### src/pmp_pkg.sv
// PMP shared definitions
package pmp_pkg;

   // ----------------------------------------
   // Sizes and CSR map
   // ----------------------------------------

   // Number of PMP entries
   localparam int pmp_entries = 16;

   // First pmpcfg CSR, groups 0 to 3 follow it
   localparam logic [11:0] csr_pmpcfg_base = 12'h3a0;

   // First pmpaddr CSR, entries 0 to 15 follow it
   localparam logic [11:0] csr_pmpaddr_base = 12'h3b0;

   // ----------------------------------------
   // Fields of one cfg byte
   // ----------------------------------------

   // Read permission
   localparam int r_bit = 0;
   // Write permission
   localparam int w_bit = 1;
   // Execute permission
   localparam int x_bit = 2;
   // Lock, also binds machine mode
   localparam int l_bit = 7;

   // Address matching mode, the A field in bits 4:3
   typedef enum logic [1:0] {
      mode_off   = 2'd0,
      mode_tor   = 2'd1,
      mode_na4   = 2'd2,
      mode_napot = 2'd3
   } pmp_mode_e;

   // ----------------------------------------
   // Check request attributes
   // ----------------------------------------

   // Kind of access being checked
   typedef enum logic [1:0] {
      acc_read  = 2'd0,
      acc_write = 2'd1,
      acc_exec  = 2'd2
   } pmp_access_e;

   // Privilege of the requester
   typedef enum logic {
      priv_user    = 1'b0,
      priv_machine = 1'b1
   } pmp_priv_e;

endpackage

### src/pmp_csr_ctrl.sv
// PMP CSR address decode
`timescale 1ns/1ps

module pmp_csr_ctrl (
   input  logic        clk,
   input  logic        rst_n,
   input  logic        csr_wen,
   input  logic [11:0] csr_waddr,
   input  logic [31:0] csr_wdata,
   input  logic [11:0] csr_raddr,
   input  logic [31:0] rd_data,
   output logic        cfg_we,
   output logic        addr_we,
   output logic [3:0]  wr_index,
   output logic [31:0] wr_data,
   output logic        rd_cfg_sel,
   output logic        rd_addr_sel,
   output logic [3:0]  rd_index,
   output logic [31:0] csr_rdata,
   output logic        csr_hit
);

   import pmp_pkg::*;

   logic        wr_cfg_hit;
   logic        wr_addr_hit;

   // ----------------------------------------
   // Write decode
   // ----------------------------------------

   // Only pmpcfg0 to pmpcfg3 exist in the 3Ax block
   assign wr_cfg_hit = (csr_waddr[11:4] == csr_pmpcfg_base[11:4])
                     && (csr_waddr[3:2] == 2'b00);
   // All sixteen pmpaddr registers in the 3Bx block
   assign wr_addr_hit = (csr_waddr[11:4] == csr_pmpaddr_base[11:4]);

   assign cfg_we   = csr_wen && wr_cfg_hit;
   assign addr_we  = csr_wen && wr_addr_hit;
   // Group number sits in the low 2 bits for cfg writes
   assign wr_index = csr_waddr[3:0];
   assign wr_data  = csr_wdata;

   // ----------------------------------------
   // Read decode
   // ----------------------------------------

   assign rd_cfg_sel  = (csr_raddr[11:4] == csr_pmpcfg_base[11:4])
                      && (csr_raddr[3:2] == 2'b00);
   assign rd_addr_sel = (csr_raddr[11:4] == csr_pmpaddr_base[11:4]);
   assign rd_index    = csr_raddr[3:0];
   assign csr_hit     = rd_cfg_sel || rd_addr_sel;

   // Unmapped addresses read as zero
   assign csr_rdata = csr_hit ? rd_data : 32'h0000_0000;

endmodule

### src/pmp_cfg_regs.sv
// PMP configuration registers
`timescale 1ns/1ps

module pmp_cfg_regs (
   input  logic        clk,
   input  logic        rst_n,
   input  logic        cfg_we,
   input  logic        addr_we,
   input  logic [3:0]  wr_index,
   input  logic [31:0] wr_data,
   input  logic        rd_cfg_sel,
   input  logic        rd_addr_sel,
   input  logic [3:0]  rd_index,
   output logic [31:0] rd_data,
   output logic [7:0]  cfg_bytes [pmp_pkg::pmp_entries],
   output logic [31:0] addr_regs [pmp_pkg::pmp_entries]
);

   import pmp_pkg::*;

   logic [pmp_entries-1:0] lock;
   logic [pmp_entries-1:0] next_tor_lock;
   logic [pmp_entries-1:0] cfg_wr_en;
   logic [pmp_entries-1:0] addr_wr_en;
   logic [1:0]             rd_group;
   logic [31:0]            cfg_word;

   // WARL filter for one cfg byte
   function automatic logic [7:0] cfg_warl(input logic [7:0] raw);
      logic [7:0] val;
      // Bits 6:5 reserved
      val = raw & 8'h9f;
      // R=0 with W=1 is illegal
      if (!val[r_bit]) begin
         val[w_bit] = 1'b0;
      end
      return val;
   endfunction

   // ----------------------------------------
   // Per-entry lock and write enables
   // ----------------------------------------

   for (genvar i = 0; i < pmp_entries; i++) begin : g_entry
      localparam logic [3:0] entry_idx = 4'(i);

      assign lock[i] = cfg_bytes[i][l_bit];

      // Locked TOR entry above also guards this address
      if (i + 1 < pmp_entries) begin : g_next
         assign next_tor_lock[i] = cfg_bytes[i+1][l_bit]
            && (pmp_mode_e'(cfg_bytes[i+1][4:3]) == mode_tor);
      end else begin : g_last
         assign next_tor_lock[i] = 1'b0;
      end

      // Four bytes per cfg group
      assign cfg_wr_en[i]  = cfg_we && (wr_index[1:0] == entry_idx[3:2]) && !lock[i];
      assign addr_wr_en[i] = addr_we && (wr_index == entry_idx)
                           && !lock[i] && !next_tor_lock[i];
   end

   // ----------------------------------------
   // Storage
   // ----------------------------------------

   always_ff @(posedge clk) begin
      if (!rst_n) begin
         for (int i = 0; i < pmp_entries; i++) begin
            cfg_bytes[i] <= 8'h00;
            addr_regs[i] <= 32'h0;
         end
      end else begin
         for (int i = 0; i < pmp_entries; i++) begin
            if (cfg_wr_en[i]) begin
               cfg_bytes[i] <= cfg_warl(wr_data[8*(i%4) +: 8]);
            end
            if (addr_wr_en[i]) begin
               // Upper two address bits do not exist
               addr_regs[i] <= {2'b00, wr_data[29:0]};
            end
         end
      end
   end

   // ----------------------------------------
   // CSR read mux
   // ----------------------------------------

   assign rd_group = rd_index[1:0];

   // Entry 4g+3 in the top byte
   assign cfg_word = {cfg_bytes[{rd_group, 2'd3}],
                      cfg_bytes[{rd_group, 2'd2}],
                      cfg_bytes[{rd_group, 2'd1}],
                      cfg_bytes[{rd_group, 2'd0}]};

   assign rd_data = rd_cfg_sel  ? cfg_word :
                    rd_addr_sel ? addr_regs[rd_index] : 32'h0000_0000;

endmodule

### src/pmp_region_match.sv
// PMP region address match
`timescale 1ns/1ps

module pmp_region_match (
   input  logic [7:0]                       cfg_bytes [pmp_pkg::pmp_entries],
   input  logic [31:0]                      addr_regs [pmp_pkg::pmp_entries],
   input  logic [31:0]                      chk_addr,
   output logic [pmp_pkg::pmp_entries-1:0]  match_vec
);

   import pmp_pkg::*;

   logic [31:0] word_addr;

   // pmpaddr holds address bits 33:2, so compare in words
   assign word_addr = {2'b00, chk_addr[31:2]};

   for (genvar i = 0; i < pmp_entries; i++) begin : g_entry
      pmp_mode_e   mode;
      logic [31:0] lo_bound;
      logic [31:0] napot_mask;
      logic        tor_hit;
      logic        na4_hit;
      logic        napot_hit;

      assign mode = pmp_mode_e'(cfg_bytes[i][4:3]);

      // ----------------------------------------
      // TOR bounds
      // ----------------------------------------

      // Entry 0 starts at address zero
      if (i == 0) begin : g_first
         assign lo_bound = 32'h0000_0000;
      end else begin : g_prev
         assign lo_bound = addr_regs[i-1];
      end

      // Lower bound inclusive, top exclusive
      assign tor_hit = (word_addr >= lo_bound) && (word_addr < addr_regs[i]);

      // ----------------------------------------
      // Naturally aligned regions
      // ----------------------------------------

      // Exactly one word
      assign na4_hit = (word_addr == addr_regs[i]);

      // Trailing ones plus the zero above them give the size,
      // so those low bits are don't care
      assign napot_mask = ~(addr_regs[i] ^ (addr_regs[i] + 32'd1));
      assign napot_hit  = ((word_addr ^ addr_regs[i]) & napot_mask) == 32'h0000_0000;

      // OFF never matches
      assign match_vec[i] = (mode == mode_tor)   ? tor_hit :
                            (mode == mode_na4)   ? na4_hit :
                            (mode == mode_napot) ? napot_hit : 1'b0;
   end

endmodule

### src/pmp_access_check.sv
// PMP permission check
`timescale 1ns/1ps

module pmp_access_check (
   input  logic                             clk,
   input  logic                             rst_n,
   input  logic                             chk_valid,
   input  pmp_pkg::pmp_access_e             chk_access,
   input  pmp_pkg::pmp_priv_e               chk_priv,
   input  logic [7:0]                       cfg_bytes [pmp_pkg::pmp_entries],
   input  logic [pmp_pkg::pmp_entries-1:0]  match_vec,
   output logic                             chk_done,
   output logic                             chk_fault
);

   import pmp_pkg::*;

   logic       hit;
   logic [7:0] hit_cfg;
   logic       perm;
   logic       allow;

   // ----------------------------------------
   // Priority select
   // ----------------------------------------

   // Walk downwards so the lowest matching entry is kept
   always_comb begin
      hit     = 1'b0;
      hit_cfg = 8'h00;
      for (int i = pmp_entries - 1; i >= 0; i--) begin
         if (match_vec[i]) begin
            hit     = 1'b1;
            hit_cfg = cfg_bytes[i];
         end
      end
   end

   // ----------------------------------------
   // Permission decision
   // ----------------------------------------

   always_comb begin
      case (chk_access)
         acc_read:  perm = hit_cfg[r_bit];
         acc_write: perm = hit_cfg[w_bit];
         acc_exec:  perm = hit_cfg[x_bit];
         default:   perm = 1'b0;
      endcase

      if (!hit) begin
         // No region: only machine mode passes
         allow = (chk_priv == priv_machine);
      end else if (!hit_cfg[l_bit] && (chk_priv == priv_machine)) begin
         // Unlocked entries do not bind machine mode
         allow = 1'b1;
      end else begin
         allow = perm;
      end
   end

   // Result one cycle after the request
   always_ff @(posedge clk) begin
      if (!rst_n) begin
         chk_done <= 1'b0;
      end else begin
         chk_done <= chk_valid;
      end
   end

   always_ff @(posedge clk) begin
      if (chk_valid) begin
         chk_fault <= !allow;
      end
   end

endmodule

### src/pmp_unit.sv
// PMP unit top level
`timescale 1ns/1ps

module pmp_unit (
   input  logic                  clk,
   input  logic                  rst_n,
   // CSR side
   input  logic                  csr_wen,
   input  logic [11:0]           csr_waddr,
   input  logic [31:0]           csr_wdata,
   input  logic [11:0]           csr_raddr,
   output logic [31:0]           csr_rdata,
   output logic                  csr_hit,
   // Check side
   input  logic                  chk_valid,
   input  logic [31:0]           chk_addr,
   input  pmp_pkg::pmp_access_e  chk_access,
   input  pmp_pkg::pmp_priv_e    chk_priv,
   output logic                  chk_done,
   output logic                  chk_fault
);

   import pmp_pkg::*;

   // ----------------------------------------
   // Internal nets
   // ----------------------------------------

   // Decoded CSR write
   logic                   cfg_we;
   logic                   addr_we;
   logic [3:0]             wr_index;
   logic [31:0]            wr_data;
   // Decoded CSR read
   logic                   rd_cfg_sel;
   logic                   rd_addr_sel;
   logic [3:0]             rd_index;
   logic [31:0]            rd_data;
   // Register state to the check path
   logic [7:0]             cfg_bytes [pmp_entries];
   logic [31:0]            addr_regs [pmp_entries];
   logic [pmp_entries-1:0] match_vec;

   // CSR decode
   pmp_csr_ctrl u_ctrl (
      .clk         (clk),
      .rst_n       (rst_n),
      .csr_wen     (csr_wen),
      .csr_waddr   (csr_waddr),
      .csr_wdata   (csr_wdata),
      .csr_raddr   (csr_raddr),
      .rd_data     (rd_data),
      .cfg_we      (cfg_we),
      .addr_we     (addr_we),
      .wr_index    (wr_index),
      .wr_data     (wr_data),
      .rd_cfg_sel  (rd_cfg_sel),
      .rd_addr_sel (rd_addr_sel),
      .rd_index    (rd_index),
      .csr_rdata   (csr_rdata),
      .csr_hit     (csr_hit)
   );

   // cfg and address storage
   pmp_cfg_regs u_regs (
      .clk         (clk),
      .rst_n       (rst_n),
      .cfg_we      (cfg_we),
      .addr_we     (addr_we),
      .wr_index    (wr_index),
      .wr_data     (wr_data),
      .rd_cfg_sel  (rd_cfg_sel),
      .rd_addr_sel (rd_addr_sel),
      .rd_index    (rd_index),
      .rd_data     (rd_data),
      .cfg_bytes   (cfg_bytes),
      .addr_regs   (addr_regs)
   );

   // Region match per entry
   pmp_region_match u_match (
      .cfg_bytes (cfg_bytes),
      .addr_regs (addr_regs),
      .chk_addr  (chk_addr),
      .match_vec (match_vec)
   );

   // Priority, permission and result register
   pmp_access_check u_check (
      .clk        (clk),
      .rst_n      (rst_n),
      .chk_valid  (chk_valid),
      .chk_access (chk_access),
      .chk_priv   (chk_priv),
      .cfg_bytes  (cfg_bytes),
      .match_vec  (match_vec),
      .chk_done   (chk_done),
      .chk_fault  (chk_fault)
   );

endmodule

### config.mk
export PLATFORM = sky130hd
export DESIGN_NAME = pmp_unit
export DESIGN_NICKNAME = d
export VERILOG_FILES = /design/src/pmp_pkg.sv /design/src/pmp_csr_ctrl.sv /design/src/pmp_cfg_regs.sv /design/src/pmp_region_match.sv /design/src/pmp_access_check.sv /design/src/pmp_unit.sv
export SDC_FILE = /design/constraint.sdc
export NUM_CORES = 2
export LEC_CHECK = 0
export ABC_AREA = 1
export CAP_MARGIN = 20
export CORE_MARGIN = 4
export CORE_UTILIZATION = 55
export DETAILED_ROUTE_END_ITERATION = 7
export DONT_BUFFER_PORTS = 1
export PLACE_DENSITY = 0.81
export RECOVER_POWER = 50
export SLEW_MARGIN = 20
export SYNTH_ARGS = -nofsm -noshare
export SYNTH_HDL_FRONTEND = slang
export SYNTH_SLANG_ARGS = --single-unit
### constraint.sdc
create_clock -name clk -period 2.9 [get_ports clk]
set_input_delay 0.29 -clock clk [delete_from_list [all_inputs] [get_ports clk]]
set_output_delay 0.29 -clock clk [all_outputs]
set_load 0.02 [all_outputs]
==> results.py, run 1 <==
metrics = {
    "logic_synthesis": {
        "synth_ff_type": "dfxtp_1",
        "netlist_area_um2": 46600,
        "ys.warnings.count": 0,
        "ys_ff_latch": 578,
        "yosysSeqAreaShare_pct": 24.9,
        "ys_types": 73,
        "synth_edf_count": 1,
        "syn_nets": 7845,
        "syn_avg_cell_area_um2": 6.42,
        "synthArstFlopShare_pct": 0,
        "synthCells": 7254,
    },
    "clocking": {
        "clock-sinks": 578,
        "cts-buffers-inserted": 72,
        "cts-root-buf": "clkbuf_16",
        "cts.htree.levels": 3,
        "clockBufferDepth": 3,
    },
    "floorplanning": {
        "die_w_um": 299,
        "rows": 106,
        "initial_utilization_pct": 55.6,
        "die_y_um": 299,
        "io_pins": 130,
    },
    "placement": {
        "gp_congestion": 1.15,
        "placement.io_buffers": 0,
        "pre_cts_slack_ps": -590,
        "dpl.cell_count": 9563,
        "place_hpwl_um": 174000,
    },
    "global_routing": {
        "grt_max_degree": 333,
        "antenna_found_initial": 52,
        "track_usage_pct": 67.4,
        "grt-ovfl-total": 35,
    },
    "sta": {
        "worst_endpoint_kind": "register data pin",
        "grt_worst_setup_endpoint": "u_check.chk_fault$_DFFE_PP_/D",
    },
    "status": {
        "run.stop_error": "[ERROR GRT-0232] Routing congestion too high. Check the congestion heatmap in the GUI.",
        "status": "aborted with a tool error",
        "stop_stage": "global routing (5_1_grt)",
    },
}
[per-layer routing]
| layer | track usage, % | GRT overflow |
|---|---|---|
| met1 | 73.5 | 3 |
| met5 | 28.2 | 0 |
| met2 | 83.3 | 8 |
| met4 | 62.9 | 20 |
| met3 | 44.5 | 4 |
[per-stage QoR]
| step | util, % | hold WS (ps) | cell area, um2 |
|---|---|---|---|
| 3_5_place_dp | 69.7 | 409 | 58400 |
| 3_3_place_gp | 69.7 | 393 | 58400 |
| 4_1_cts | 77.8 | -63.1 | 65200 |
| 2_1_floorplan | - | 388 | 46600 |
[synthesized netlist by cell type, types with 4 or more instances]
library cell | count | area (um2)
ha_1 | 496 | 6210
nor3_2 | 13 | 130
inv_1 | 980 | 3680
nor3_1 | 156 | 781
nor4_1 | 69 | 432
nor2_2 | 32 | 200
a31o_2 | 10 | 87.6
a21oi_1 | 1233 | 6170
nand2_1 | 1027 | 3850
a31oi_1 | 17 | 106
dfxtp_1 | 577 | 11600
o21a_1 | 6 | 45.0
xnor2_1 | 5 | 43.8
buf_1 | 18 | 67.6
and3_1 | 10 | 62.6
nand2_2 | 8 | 50.1
nand3b_1 | 13 | 97.6
or4_1 | 4 | 30.0
inv_2 | 15 | 56.3
clkinv_1 | 18 | 67.6
nand3_2 | 19 | 190
nand4_1 | 117 | 732
o21ai_1 | 15 | 75.1
o2111ai_1 | 21 | 184
o211ai_1 | 19 | 143
and2_1 | 4 | 25.0
nand3_1 | 293 | 1470
or2_2 | 12 | 75.1
o32ai_1 | 13 | 114
o21bai_1 | 55 | 413
o221ai_1 | 4 | 35.0
a211oi_1 | 32 | 240
o21ai_0 | 946 | 4730
a21o_1 | 12 | 90.1
clkbuf_1 | 295 | 1110
nor2_1 | 539 | 2020
o31ai_1 | 27 | 203
o22ai_1 | 61 | 382
a311oi_1 | 6 | 52.6
[cells by family after synthesis]
| logic type | count (synthesis) | synth area share, % |
|---|---|---|
| compound gates | 2503 | 28.6 |
| simple gates | 2341 | 22.4 |
| buf+inv | 1327 | 10.7 |
| flops | 578 | 24.9 |
| fa+ha+maj | 496 | 13.3 |
| xor+xnor | 8 | 0.150 |
| other cells | 1 | 0.00805 |
[what timing repair did]
item | 4_1_cts
hold buffers | 355
pin swaps | 49
gates resized for setup | 160
setup buffers | 12
setup endpoints to repair | 26
endpoints found under the hold margin | 566
==> run 2: changes to the inputs <==
--- a/config.mk
+++ b/config.mk
@@ -8,10 +8,10 @@
 export ABC_AREA = 1
 export CAP_MARGIN = 20
 export CORE_MARGIN = 4
-export CORE_UTILIZATION = 55
+export CORE_UTILIZATION = 40
 export DETAILED_ROUTE_END_ITERATION = 7
 export DONT_BUFFER_PORTS = 1
-export PLACE_DENSITY = 0.81
+export PLACE_DENSITY_LB_ADDON = 0.15
 export RECOVER_POWER = 50
 export SLEW_MARGIN = 20
 export SYNTH_ARGS = -nofsm -noshare
==> constraint.sdc (replaced) <==
create_clock -name clk -period 3.8 [get_ports clk]
set_input_delay 0.38 -clock clk [delete_from_list [all_inputs] [get_ports clk]]
set_output_delay 0.38 -clock clk [all_outputs]
set_load 0.02 [all_outputs]
==> run 2 against run 1 <==
  * The flow now finishes, with violations (setup timing)
  * Synthesized cell count unchanged
  * Area after synthesis unchanged
==> results.py, run 2 <==
metrics = {
    "sta": {
        "tightest_slew_ps": 1240,
        "fmax_mhz": 247,
        "final.setup.worst_slack_ps": -243,
        "rsz0062_at_grt": "yes",
        "fin_crit_sh_pct": 106,
        "whs_ps": 45.8,
        "tns_ps": -1880,
        "fin_skew_ps": 23.8,
        "slew_headroom_pct": 17.6,
        "finalHoldViolations": 0,
        "slew_violations": 0,
        "fin_crit_ps": 4040,
        "setup_viol": 18,
    },
    "logic_synthesis": {
        "synthCells": 7254,
        "ys.warnings.count": 0,
        "synth_ff_type": "dfxtp_1",
        "yosysSeqAreaShare_pct": 24.9,
        "synth_xor_area_share_pct": 0.150,
        "synth_top_family_by_area": "compound AO/OA/AOI/OAI gates",
        "yosysTopAreaCell": "dfxtp_1",
        "yosysMostFrequentCell": "a21oi_1",
        "synthArstFlopShare_pct": 0,
        "syn_nets": 7845,
        "synth_fa_ha_area_share_pct": 13.3,
        "ys_ff_latch": 578,
        "synthTopCellsByArea": "dfxtp_1 25%, ha_1 13%, a21oi_1 13%",
        "synth_compound_area_share_pct": 28.6,
        "synth_top_area_share_pct": 24.8,
        "netlist_area_um2": 46600,
        "syn_avg_cell_area_um2": 6.42,
        "synth_common_cells": "1233 x a21oi_1, 1027 x nand2_1, 980 x inv_1",
        "ys_types": 73,
        "synth.area.mux_share_pct": 0,
        "synth_edf_count": 1,
        "synthSimpleGateAreaFrac_pct": 22.4,
    },
    "detailed_routing": {
        "via_per_inst": 6.11,
        "drc": 0,
        "drt-initial-drc-count": 7868,
        "drt_wl_total_um": 257000,
        "wire_per_inst_um": 28.4,
        "num_vias": 55200,
        "first_pass_iters": 7,
        "drtAntennaViolNets": 0,
    },
    "floorplanning": {
        "coreArea_um2": 115000,
        "io_pins": 130,
        "dieArea_um2": 122000,
        "rows": 124,
        "initial_utilization_pct": 40.5,
        "die_w_um": 349,
        "die_y_um": 349,
    },
    "global_routing": {
        "track_usage_pct": 40.4,
        "grt-ovfl-total": 0,
        "grt_first_pass_wirelength_um": 357000,
        "grt_max_degree": 299,
        "grt_pass1_vias": 49500,
        "antenna_found_initial": 17,
    },
    "final_layout": {
        "reg_top3": "u_regs.addr_regs (480), u_regs.cfg_bytes (96)",
        "drive_above_1_share_pct": 7.46,
        "largest_reg_flops": 480,
        "top_register": "u_regs.addr_regs",
        "post-route-cell-area_um2": 54100,
        "fillers": 12100,
        "fin_nets": 8048,
        "area_growth_pct": 16.2,
        "regArea_um2": 11600,
        "postLayoutCoreUtil_pct": 47.1,
        "mostFrequentLayoutCell": "a21oi_1",
        "multi_input_area_um2": 30300,
        "final_cells": 9038,
        "final_cell_mix": "1232 x a21oi_1, 1027 x nand2_1, 964 x inv_1, 945 x o21ai_0, 576 x dfxtp_1",
    },
    "power_and_ir_drop": {
        "peakVddDrop_mv": 0.331,
        "p_leak_nw": 20.7,
        "powerDensity_nw_per_um2": 301,
        "total_power_mw": 16.3,
    },
    "critical_path": {
        "cp-start-kind": "primary input",
        "required_ps": 3420,
        "end_kind": "output port",
        "crit_arrival_ps": 3660,
        "worst-path-max-fanout": 298,
        "critPathKind": "primary input to output port",
    },
    "clocking": {
        "clock_latency_ps": 680,
        "tritoncts": "done",
        "cts-buffers-inserted": 78,
        "post-cts-setup-buffers": 0,
        "clk_pin_slew_ps": 60,
        "cts-root-buf": "clkbuf_16",
        "clock-sinks": 578,
        "clockBufferDepth": 3,
        "cts.htree.levels": 3,
    },
    "placement": {
        "pre_cts_slack_ps": 28.2,
        "gp_congestion": 1.08,
        "placed_area_um2": 49600,
        "placement.io_buffers": 0,
        "dpl.cell_count": 8708,
        "place_hpwl_um": 181000,
    },
    "status": {
        "failed_checks": "setup timing",
        "status": "complete, but fails checks",
    },
    "worst_hold_path": {
        "hp-class": "primary input to register",
    },
    "job": {
        "cap_violations": 0,
    },
}
run 2: per-layer routing:
metal / wire length [um] / vias to the layer above / share of wire, % / global-route usage (%)
met3: 33300 / 532 / 13 / 11.5
met1: 109000 / 26100 / 42 / 57.1
met2: 99800 / 3171 / 39 / 56.0
met4: 14800 / 4 / 5.8 / 19.3
li1: - / 25300 / - / -
met5: 25 / - / 0.0097 / 0
run 2: area by class of cell:
class                   count  area share (%)
repair buffers            437            7.03
multi-input cells        5349            55.9
flip-flops and latches    578            21.4
clock inverters            31           0.781
clock buffers             109            4.29
diodes                      9          0.0416
inverters                1013            7.04
well taps                1512            3.49
run 2: critical path, cell delays in order:
cell     delay, ps
inv_8          330
buf_4          330
a21oi_1        450
o21ai_0        180
a21oi_1        510
o31ai_1        130
buf_4          210
o32ai_1        300
buf_4          250
run 2: path summary, 6_finish.rpt:
path	startpoint	end	slack (ps)	cells after the start
max	csr_raddr[0]	csr_rdata[7]	-240	9
min	chk_access[0]	u_check.chk_fault	50	3
max reg2reg	u_regs.addr_regs[504]	u_check.chk_fault	-140	19
min reg2reg	u_regs.cfg_bytes[33]	u_regs.cfg_bytes[33]	470	2
run 2: logic make-up after synthesis:
kind of cell             after synthesis
AO/OA/AOI/OAI                       2503
XOR/XNOR                               8
adder cells (fa/ha/maj)              496
buffers and inverters               1327
flip-flops                           578
other                                  1
AND/OR/NAND/NOR                     2341
run 2: what timing repair did:
action                                  CTS  global route
resized for setup                         0            15
endpoints found under the setup margin    0             2
hold buffers                            180             0
hold endpoints to repair                471             0
run 2: report_power, final:
group / internal (mW) / switching [mW] / leakage (nW)
Sequential: 6.06 / 0.00469 / 4.66
Clock: 4.87 / 3.28 / 1.36
Combinational: 0.644 / 1.43 / 14.7
Note: power is estimated with default switching activity, not from simulation.
